===== config.mk =====
export PLATFORM = sky130hd
export DESIGN_NAME = stallTimer
export DESIGN_NICKNAME = d
export VERILOG_FILES = /design/src/logic/stallTimer.sv
export SDC_FILE = /design/constraint.sdc
export NUM_CORES = 1
export LEC_CHECK = 0
export BUFFER_PORTS_ARGS = -buffer_cell sky130_fd_sc_hd__buf_2
export CAP_MARGIN = 20
export CORE_AREA = 10 10 47 49
export DETAILED_ROUTE_END_ITERATION = 7
export DIE_AREA = 0 0 57 59
export HOLD_SLACK_MARGIN = 0.03
export PLACE_DENSITY_LB_ADDON = 0.2
export SYNTH_ARGS = -nofsm -noshare
export SYNTH_HDL_FRONTEND = slang
export SYNTH_SLANG_ARGS = --single-unit
export TNS_END_PERCENT = 50

===== constraint.sdc =====
create_clock -name clk -period 1.55 [get_ports clk]
set_clock_uncertainty 0.2 [all_clocks]
set_input_delay 0.0775 -clock clk [delete_from_list [all_inputs] [get_ports clk]]
set_output_delay 0.0775 -clock clk [all_outputs]
set_load 0.01 [all_outputs]

===== src/logic/stallTimer.sv =====
// Settle-time down-counter, loaded at the start of each access and saturating at zero.
`timescale 1ns/1ps
`default_nettype none

module stallTimer
#(
	parameter int WaitCycles = 4
)
(
	input wire logic clk,
	input wire logic rst,
	input wire logic timerLoad,
	output logic timerBusy
);
	localparam int CountWidth = $clog2(WaitCycles + 1);

	typedef logic [CountWidth-1:0] countT;

	localparam countT LoadValue = countT'(WaitCycles);

	countT count;

	always_ff @(posedge clk)
	begin
		if (rst)
		begin
			count <= '0;
		end
		else if (timerLoad)
		begin
			count <= LoadValue;
		end
		else if (count != '0)
		begin
			count <= count - countT'(1); // holds at zero.
		end
	end

	assign timerBusy = (count != '0);

endmodule

`default_nettype wire


==> results <==
- The average vias per placed instance is 3.33.
- For this run, design rule violations remaining after detail routing come to 0.
- The setup TNS is 0 ns.
- The initial cell density of the core is 0.121.
- TritonCTS built the clock tree.
- Leaving out fill and tap cells, the most frequent cells in the layout are inv_1, clkbuf_4, dfxtp_1, buf_2, dlygate4sd3_1.
- The timing startpoint of the critical path is count[0].
- The total buffers and inverters traversed by the critical path is 3.
- The routed layout has 143 vias.
- The slowest stage of the critical path belongs to the cell dfxtp_1.
- The synthesis-to-finish area growth is 56.6%.
- The iteration count of the initial detailed-routing pass is 1.
- The area of the core is approximately 0.0014 mm2.
- The capturing element type of the critical path is a primary output.
- The number of CTS-inserted buffers is 3.
- The number of post-CTS setup repair buffers is 0.
- The residual antenna-violating net count after detailed routing is 0.
- Total power for the finished layout comes to 0.295 mW.
- The clock latency on the worst-skew pair is between 0.2 and 0.25 ns.
- The critical path is of the reg -> out type.
- The first global-routing pass estimated between 500 and 600 um of wire.
- Of all nets on the critical path, the largest fanout is 4.
- The net count after synthesis is 24.
- Internal power comes to 0.216 mW.
- The count of synthesis-stage warnings from yosys is 0.
- Input and output buffers added on the ports amount to 3.
- For this run, the share of the core covered by cells in the final layout is 0.190.
- The total stage count of the critical path is 5.
- The static power due to leakage is ~0.12 nW.
- The cell chosen for the clock root is clkbuf_4.
- The startpoint identified for the worst register-to-register timing path is count[0].
- Summed over all layers, the routed wires come to approximately 330 um.
- The register ranked first by flip-flop count is count.
- The post-route worst setup slack is 0.0856 ns.
- The count of different cell masters after synthesis is 10.
- The number of antenna diodes in the final layout is 0.
- The die is 59 um tall.
- The number of placed I/O pins is 4.
- The tool flagged a number of max-cap violations equal to 0.
- The endpoint arrival time on the critical path is between 1 and 1.5 ns.
- The number of antenna violations at the first check in global routing is 0.
- In this run the cell area of the synthesized design comes to between 150 and 200 um2.
- The placed standard-cell area is around 210 um2.
- The share of final-layout standard cells stronger than drive strength 1 is 0.370.
- The clock net in this run drives a total of 3 sinks.
- The total of endpoints with negative setup slack in the final report is 0.
- After filler insertion, the fill cell instance count of the layout stands at 170.
- The part of the total power dissipated in sequential elements is 0.301.
- At the pin with the least slew margin, the transition time is 0.234 ns.
- The wire length per cell after detailed routing is between 7 and 8 um.
- The maximum buffer depth of the clock tree is 2.
- The area taken by flip-flops and latches is roughly 60 um2.
- Setup repair after global routing left no endpoint under its margin.
- The via count of the first global-routing pass is about 150.
- The fraction of power spent switching nets is 0.267.
- The relative slew slack is 0.844.
- Entering global routing, the biggest net connects 5 pins.
- The register with the most flip-flops in the layout has 3 of them.
- The most common library cell in the layout ignoring fill and taps is inv_1.
- OpenSTA, run right after detailed placement, puts the worst setup slack at around 0.072 ns.
- After synthesis, the mean cell area works out to 9.45 um2.
- The critical path goes through inv_1, ha_2, ha_4, inv_2, buf_2.
- The flow ran to the end, and the final reports show no timing, DRC or antenna violations.
- The power per cell area is 1110 mW/mm2.
- The path class of the lowest-slack min-delay path is reg -> reg.
- The post-CTS clock slew at the launch and capture registers of the worst setup and hold paths is around 0.04 ns.
- After the first detailed-routing iteration, the DRC count stood at 0.
- Counting instances, the worst hold path has a depth of 2.
- Summed over all nets, the half-perimeter wirelength after detailed placement is about 250 um.
- The startpoint identified for the worst hold timing path is count[1].
- The largest registers in the layout are count: 3 flops.
- The aggregate global-route resource usage is 0.0237.
- The cell row count is 14.
- The post-route minimum period is around 1.5 ns.
- The worst-case IR drop observed on VDD is 0.000300 V.
- The share of total power in the clock network is 0.466.
- Routability-driven placement finished with a final weighted congestion of 0.629.
- The total instance count after detailed placement is 37.
- Synthesis produced a netlist whose cell count is 18.
- The count of cells along the worst register-to-register path is 5.
- The critical path required time is roughly 1.3 ns.
- In the final design database the tool counted 34 nets.
- The final number of hold-violating endpoints is 0.
- Global routing finished with a remaining overflow of 0.
- The number of slew-limit violations in the final report was 0.
- The area taken by multi-input logic gates is just over 100 um2.
- For this run, the register share of the synthesized area comes to 0.353.
- The share of total power dissipated in combinational logic is 0.233.
- Leaving out filler cells and counting taps, the final layout contains 43.
- The startpoint type of the worst setup path is a flop.
- The floorplan step set the die width to ~57 um.
- The share of the cycle needed by the critical path after routing is 0.945.
- In this run, synthesis produced a sequential element count of 3.
- The post-route cell area is between 200 and 300 um2.
- The die outline area is 0.00336 mm2.
- For this run, the slowest stage of the critical path takes approximately 0.33 ns.
- Based on the critical path, the design can be clocked at up to roughly 700 MHz.
- The kind of cell adding the most delay to the critical path is adder cells.
- The H-tree depth is 1.
- In this run the power spent charging and discharging nets is slightly below 0.08 mW.
- Hold is met by 0.337 ns.
[power by group through the flow]
stage	clock network, mW	logic, mW	registers [mW]
final	0.137	0.0687	0.0888
after global routing	0.149	0.0771	0.0897
after CTS	0.146	0.0608	0.0888
after detailed placement	0	0.0555	0.0900
after global placement	0	0.0551	0.0898
after floorplan	0	0.0408	0.0891
[worst paths after layout]
path	to	slack, ns
worst min register to register	count[1]	0.34
worst min-delay path	count[1]	0.34
worst max register to register	count[1]	0.17
worst max-delay path	timerBusy	0.09
[worst reg2reg max path: cells and delay by family (launching register included)]
family / cells / cell delay, ns
compound gates: 1 / 0.18
fa+ha+maj: 2 / 0.38
buf+inv: 1 / 0.06
flops: 1 / 0.33
simple gates: 1 / 0.13
[cell families (layout without fill, tap and decap cells)]
logic type | Yosys count | count (layout) | share of synthesized area
DFF | 3 | 3 | 0.353
adders and majority gates | 3 | 3 | 0.221
AOI/OAI and AO/OA | 2 | 2 | 0.118
xor gates and xnor gates | 1 | 1 | 0.0515
muxes | 1 | 1 | 0.0588
buffers and inverters | 6 | 15 | 0.132
and+or+nand+nor | 2 | 2 | 0.0662
[cell usage after synthesis]
library cell	count	share of area
inv_1	5	0.11
a21oi_1	1	0.029
xor2_1	1	0.051
inv_2	1	0.022
mux2i_1	1	0.059
ha_1	3	0.22
a2111oi_2	1	0.088
nor2b_1	1	0.037
dfxtp_1	3	0.35
nor3_1	1	0.029
[layer usage]
metal | share of wire | up-vias | global-route usage
li1 | - | 72 | -
met1 | 0.35 | 65 | 0.0165
met2 | 0.55 | 6 | 0.0264
met3 | 0.098 | 0 | 0.0193
met4 | 0 | 0 | 0.0503
met5 | 0 | - | 0
[repair_timing]
item	4_1_cts	5_1_grt
endpoints found under the hold margin	3	0
setup endpoints to repair	1	1
resized for setup	1	2
gates cloned	0	0
hold buffers	2	0
[area by class of cell]
class / count / share of cell area
multi-input combinational: 9 / 0.385
inverter: 6 / 0.0845
timing repair buffer: 5 / 0.131
clock buffer: 4 / 0.0986
tap: 16 / 0.0751
sequential: 3 / 0.225
Note: power is estimated with default switching activity, not from simulation.
