`config.mk`:
```
export PLATFORM = sky130hd
export DESIGN_NAME = sramCtrlFsm
export DESIGN_NICKNAME = d
export VERILOG_FILES = /design/src/logic/memTypesPkg.sv /design/src/logic/sramCtrlPkg.sv /design/src/logic/sramCtrlFsm.sv
export SDC_FILE = /design/constraint.sdc
export NUM_CORES = 1
export LEC_CHECK = 0
export BUFFER_PORTS_ARGS = -buffer_cell sky130_fd_sc_hd__buf_2
export CAP_MARGIN = 20
export CELL_PAD_IN_SITES_DETAIL_PLACEMENT = 1
export CELL_PAD_IN_SITES_GLOBAL_PLACEMENT = 1
export CORE_MARGIN = 1.5
export CORE_UTILIZATION = 10
export DETAILED_ROUTE_END_ITERATION = 12
export GPL_TIMING_DRIVEN = 0
export PLACE_DENSITY_LB_ADDON = 0.1
export SYNTH_ARGS = -nofsm -noshare
export SYNTH_HDL_FRONTEND = slang
export SYNTH_SLANG_ARGS = --single-unit
```
`constraint.sdc`:
```
create_clock -name clk -period 1.4 [get_ports clk]
set_clock_uncertainty 0.15 [all_clocks]
set_input_delay 0 -clock clk [delete_from_list [all_inputs] [get_ports clk]]
set_output_delay 0 -clock clk [all_outputs]
set_load 0.02 [all_outputs]
```
`src/logic/memTypesPkg.sv`:
```
// Memory stage types for the CPU request side and the external SRAM pins.
`default_nettype none

package memTypesPkg;

	localparam int CpuAddrWidth = 16; // word address from the CPU.
	localparam int WordWidth = 32;
	localparam int HalfWidth = WordWidth / 2; // one SRAM access.
	localparam int SramAddrWidth = CpuAddrWidth + 2; // zero top bit and half select.

	typedef logic [CpuAddrWidth-1:0] cpuAddrT;
	typedef logic [WordWidth-1:0] wordT;
	typedef logic [HalfWidth-1:0] halfT;
	typedef logic [SramAddrWidth-1:0] sramAddrT;

	// Held by the CPU for as long as notReady is high.
	typedef struct packed
	{
		logic read; // read wins when both are set.
		logic write;
		cpuAddrT addr;
		wordT writeData;
	} memReqT;

endpackage

`default_nettype wire

```
`src/logic/sramCtrlPkg.sv`:
```
// Controller state encoding and the per-phase control word sent to the datapath.
`default_nettype none

package sramCtrlPkg;

	// The low half is handled while still in idle, so no separate low state.
	typedef enum logic [1:0]
	{
		idle = 2'd0,
		readHigh = 2'd1,
		writeHigh = 2'd2,
		settle = 2'd3
	} ctrlStateT;

	typedef struct packed
	{
		logic highHalf; // address and write data half.
		logic drive; // bus driver enable.
		logic weN; // active low.
		logic captureLow;
		logic captureHigh;
	} phaseCtrlT;

	// bus released, no write, no capture.
	localparam phaseCtrlT PhaseRest = '{
		highHalf: 1'b0,
		drive: 1'b0,
		weN: 1'b1,
		captureLow: 1'b0,
		captureHigh: 1'b0
	};

endpackage

`default_nettype wire

```
`src/logic/sramCtrlFsm.sv`:
```
// Access sequencer for low half, high half and settle wait, producing the CPU stall.
`timescale 1ns/1ps
`default_nettype none

module sramCtrlFsm
(
	input wire logic clk,
	input wire logic rst,
	input wire memTypesPkg::memReqT req,
	input wire logic timerBusy,
	output logic timerLoad,
	output logic notReady,
	output sramCtrlPkg::phaseCtrlT phase
);
	import sramCtrlPkg::*;

	ctrlStateT state;
	ctrlStateT nextState;

	always_ff @(posedge clk)
	begin
		if (rst)
		begin
			state <= idle;
		end
		else
		begin
			state <= nextState;
		end
	end

	// Cycle 0 of an access is spent in idle, with the low half on the pins.
	always_comb
	begin
		nextState = state;
		timerLoad = 1'b0;
		notReady = 1'b0;
		phase = PhaseRest;
		unique case (state)
			idle:
			begin
				if (req.read)
				begin
					nextState = readHigh;
					timerLoad = 1'b1; // settle time starts with the access.
					notReady = 1'b1;
					phase.captureLow = 1'b1;
				end
				else if (req.write)
				begin
					nextState = writeHigh;
					timerLoad = 1'b1;
					notReady = 1'b1;
					phase.drive = 1'b1;
					phase.weN = 1'b0; // low half written this cycle.
				end
			end
			readHigh:
			begin
				nextState = settle;
				notReady = 1'b1;
				phase.highHalf = 1'b1;
				phase.captureHigh = 1'b1;
			end
			writeHigh:
			begin
				nextState = settle;
				notReady = 1'b1;
				phase.highHalf = 1'b1;
				phase.drive = 1'b1;
				phase.weN = 1'b0;
			end
			settle:
			begin
				notReady = timerBusy; // falls in the last cycle of settle.
				if (!timerBusy)
				begin
					nextState = idle;
				end
			end
		endcase
	end

endmodule

`default_nettype wire

```
==> results.json <==
{
  "synth.area.top_cells": "ha_1 (26%), dfxtp_1 (16%), a221oi_2 (6.2%)",
  "placed_area_um2": 348,
  "setup_viol": 0,
  "largest_reg_flops": 2,
  "timing.fmax_mhz": 721,
  "place_congestion": 0.810,
  "dieArea_um2": 2730,
  "yosysTopAreaCell": "ha_1",
  "p_per_area_nw_per_um2": 1770,
  "std_cell_rows": 17,
  "hold_violations": 0,
  "drt-initial-drc-count": 1,
  "power_uw": 826,
  "end_kind": "flip-flop",
  "finalInstanceArea_um2": 468,
  "p_leak_uw": 0.000208,
  "grt-ovfl-total": 0,
  "largestRegisters": "state x2",
  "crit_type": "reg2reg",
  "worstHoldPathType": "in2reg",
  "cts_tree": "built",
  "r2r_setup_slack_ns": 0.01,
  "start_kind": "flip-flop",
  "crit_buf_inv": 1,
  "first_pass_iters": 2,
  "r2r-start": "state[0]",
  "place_hpwl_um": 558,
  "synthesis.area_um2": 243,
  "numPlacedInstances": 67,
  "drt-total-wl_um": 705,
  "core_area_um2": 2250,
  "grt_max_degree": 9,
  "stdcell_count": 77,
  "min_from": "req[48]",
  "min_period_over_period_pct": 99.1,
  "drv_cap": 0,
  "slew_violations": 0,
  "cp.required_ns": 1.37,
  "rsz0062_at_grt": "true",
  "worstPathMaxFanout": 8,
  "wl_per_cell_um": 9.16,
  "max-slew-margin-rel_pct": 88.6,
  "max_slew.worst_pin.slew_ns": 0.169,
  "initial_utilization_pct": 10.8,
  "port_buffers": 11,
  "irDropWorstVdd_uv": 421,
  "syn_inst": 28,
  "area_growth_pct": 92.8,
  "cp_top_family": "compound AO/OA/AOI/OAI gates",
  "ys_types": 17,
  "via_per_inst": 3.64,
  "via_count": 280,
  "period_needed_ns": 1.39,
  "synth_seq_cells": 2,
  "die_y_um": 52.3,
  "cts.path.max_buffers": 2,
  "critPathSlowestCell": "dfxtp_2",
  "cts_sinks": 2,
  "outcome": "completed",
  "drive_gt1_share_pct": 65.3,
  "clk_pin_slew_ns": 0.03,
  "ios": 60,
  "synth_top_area_share_pct": 25.8,
  "cts_root_buf": "clkbuf_4",
  "grtUsageTotal_pct": 5.88,
  "drc": 0,
  "ant_nets": 0,
  "insertion_delay_ns": 0.22,
  "antennaDiodeCount": 0,
  "min_path_cells": 3,
  "numCtsBuffers": 3,
  "grt_antenna_before_repair": 0,
  "r2r_cells": 5,
  "min_to": "state[1]",
  "r2r_end": "state[1]",
  "htree_levels": 1,
  "grt_pass1_vias": 294,
  "ys_seq_area_share_pct": 16.5,
  "yosys_warnings": 0,
  "max_flop_register": "state",
  "final_nets": 109,
  "slowest_delay_ns": 0.34,
  "crit_arrival_ns": 1.36,
  "cp_cell_sequence": "inv_4, ha_4, and2_4, o21bai_4, a221oi_2",
  "die_x_um": 52.3,
  "grt_pass1_wl_mm": 1.23,
  "synth_nets": 86,
  "syn_area_per_cell_um2": 8.67
}
## power breakdown
group	internal (uW)	switching [uW]	total, uW
logic	297	307	604
clock network	94.3	29.7	124
registers	79.8	18.1	97.9
## metrics by stage
step / setup TNS (ns) / hold WS [ns] / worst slack, ns / utilization, %
detailed placement: -0.152 / 0.0300 / -0.120 / 15.4
global route: -0.0693 / 0.0467 / -0.0241 / 20.8
finish: 0 / 0.0276 / 0.0125 / 20.8
CTS: -0.0139 / 0.0169 / -0.00728 / 19.7
floorplan: -0.0453 / -0.0912 / -0.0453 / -
global placement: -0.139 / 0.0263 / -0.122 / 15.4
## how the worst max path moves through the flow
stage                         from  endpoint  slack, ns  cells past startpoint
final                     state[0]  state[1]       0.01                      5
after global placement    state[1]  state[1]      -0.12                      6
after CTS                 state[0]  state[1]     -0.007                      5
after global routing      state[0]  state[1]      -0.02                      5
after floorplan           state[1]  state[1]      -0.05                      6
after detailed placement  state[1]  state[1]      -0.12                      6
## logic make-up (layout without fill, tap and decap cells)
kind of cell,Yosys count,after routing,share of synthesized area (%)
flops,2,2,16.5
buf+inv,3,24,7.73
fa+ha+maj,5,5,25.8
compound gates,10,10,28.9
simple gates,7,7,17.0
mux,1,1,4.12
## synthesized netlist by cell type, drive strengths merged
library cell and n:
nor2b 1, nand2 3, o21ai 3, a21o 1, o21bai 2, nand2b 1, buf 1, and2b 1
dfxtp 2, ha 5, and2 1, inv 2, a21oi 2, mux2i 1, o21a 1, a221oi 1
## worst reg2reg max path, delay by kind of cell (launching register included)
kind	cells	cell delay (ns)
flops	1	0.34
fa+ha+maj	1	0.18
compound gates	2	0.41
simple gates	1	0.15
buf+inv	1	0.05
## layer usage
layer | global-route usage (%) | wire, um | vias to the layer above
met5 | 0 | 0 | -
li1 | - | - | 143
met3 | 2.00 | 23 | 0
met4 | 1.28 | 0 | 0
met1 | 6.67 | 326 | 132
met2 | 10.5 | 356 | 5
## area by class of cell
type                       count  area [um^2]
inverter                       2         12.5
clock buffer                   3         22.5
tap                           28         35.0
timing repair buffer          19          126
multi-input combinational     23          226
fill                         293         1790
sequential                     2         45.0
## placed cells by master (no fill, tap or decap), types with 2 or more instances in the layout
cell type	instances
nand2_1	3
buf_4	6
o21ai_1	2
clkbuf_4	3
buf_2	10
inv_4	2
ha_4	2
dlygate4sd3_1	2
ha_1	2
## timing repair
action,in CTS,in global routing
hold buffers,2,0
pin swaps,4,1
hold endpoints to repair,2,0
resized for setup,8,3
endpoints found under the setup margin,6,4
gates cloned,0,0
buffers inserted,5,1
Note: power is estimated with default switching activity, not from simulation.
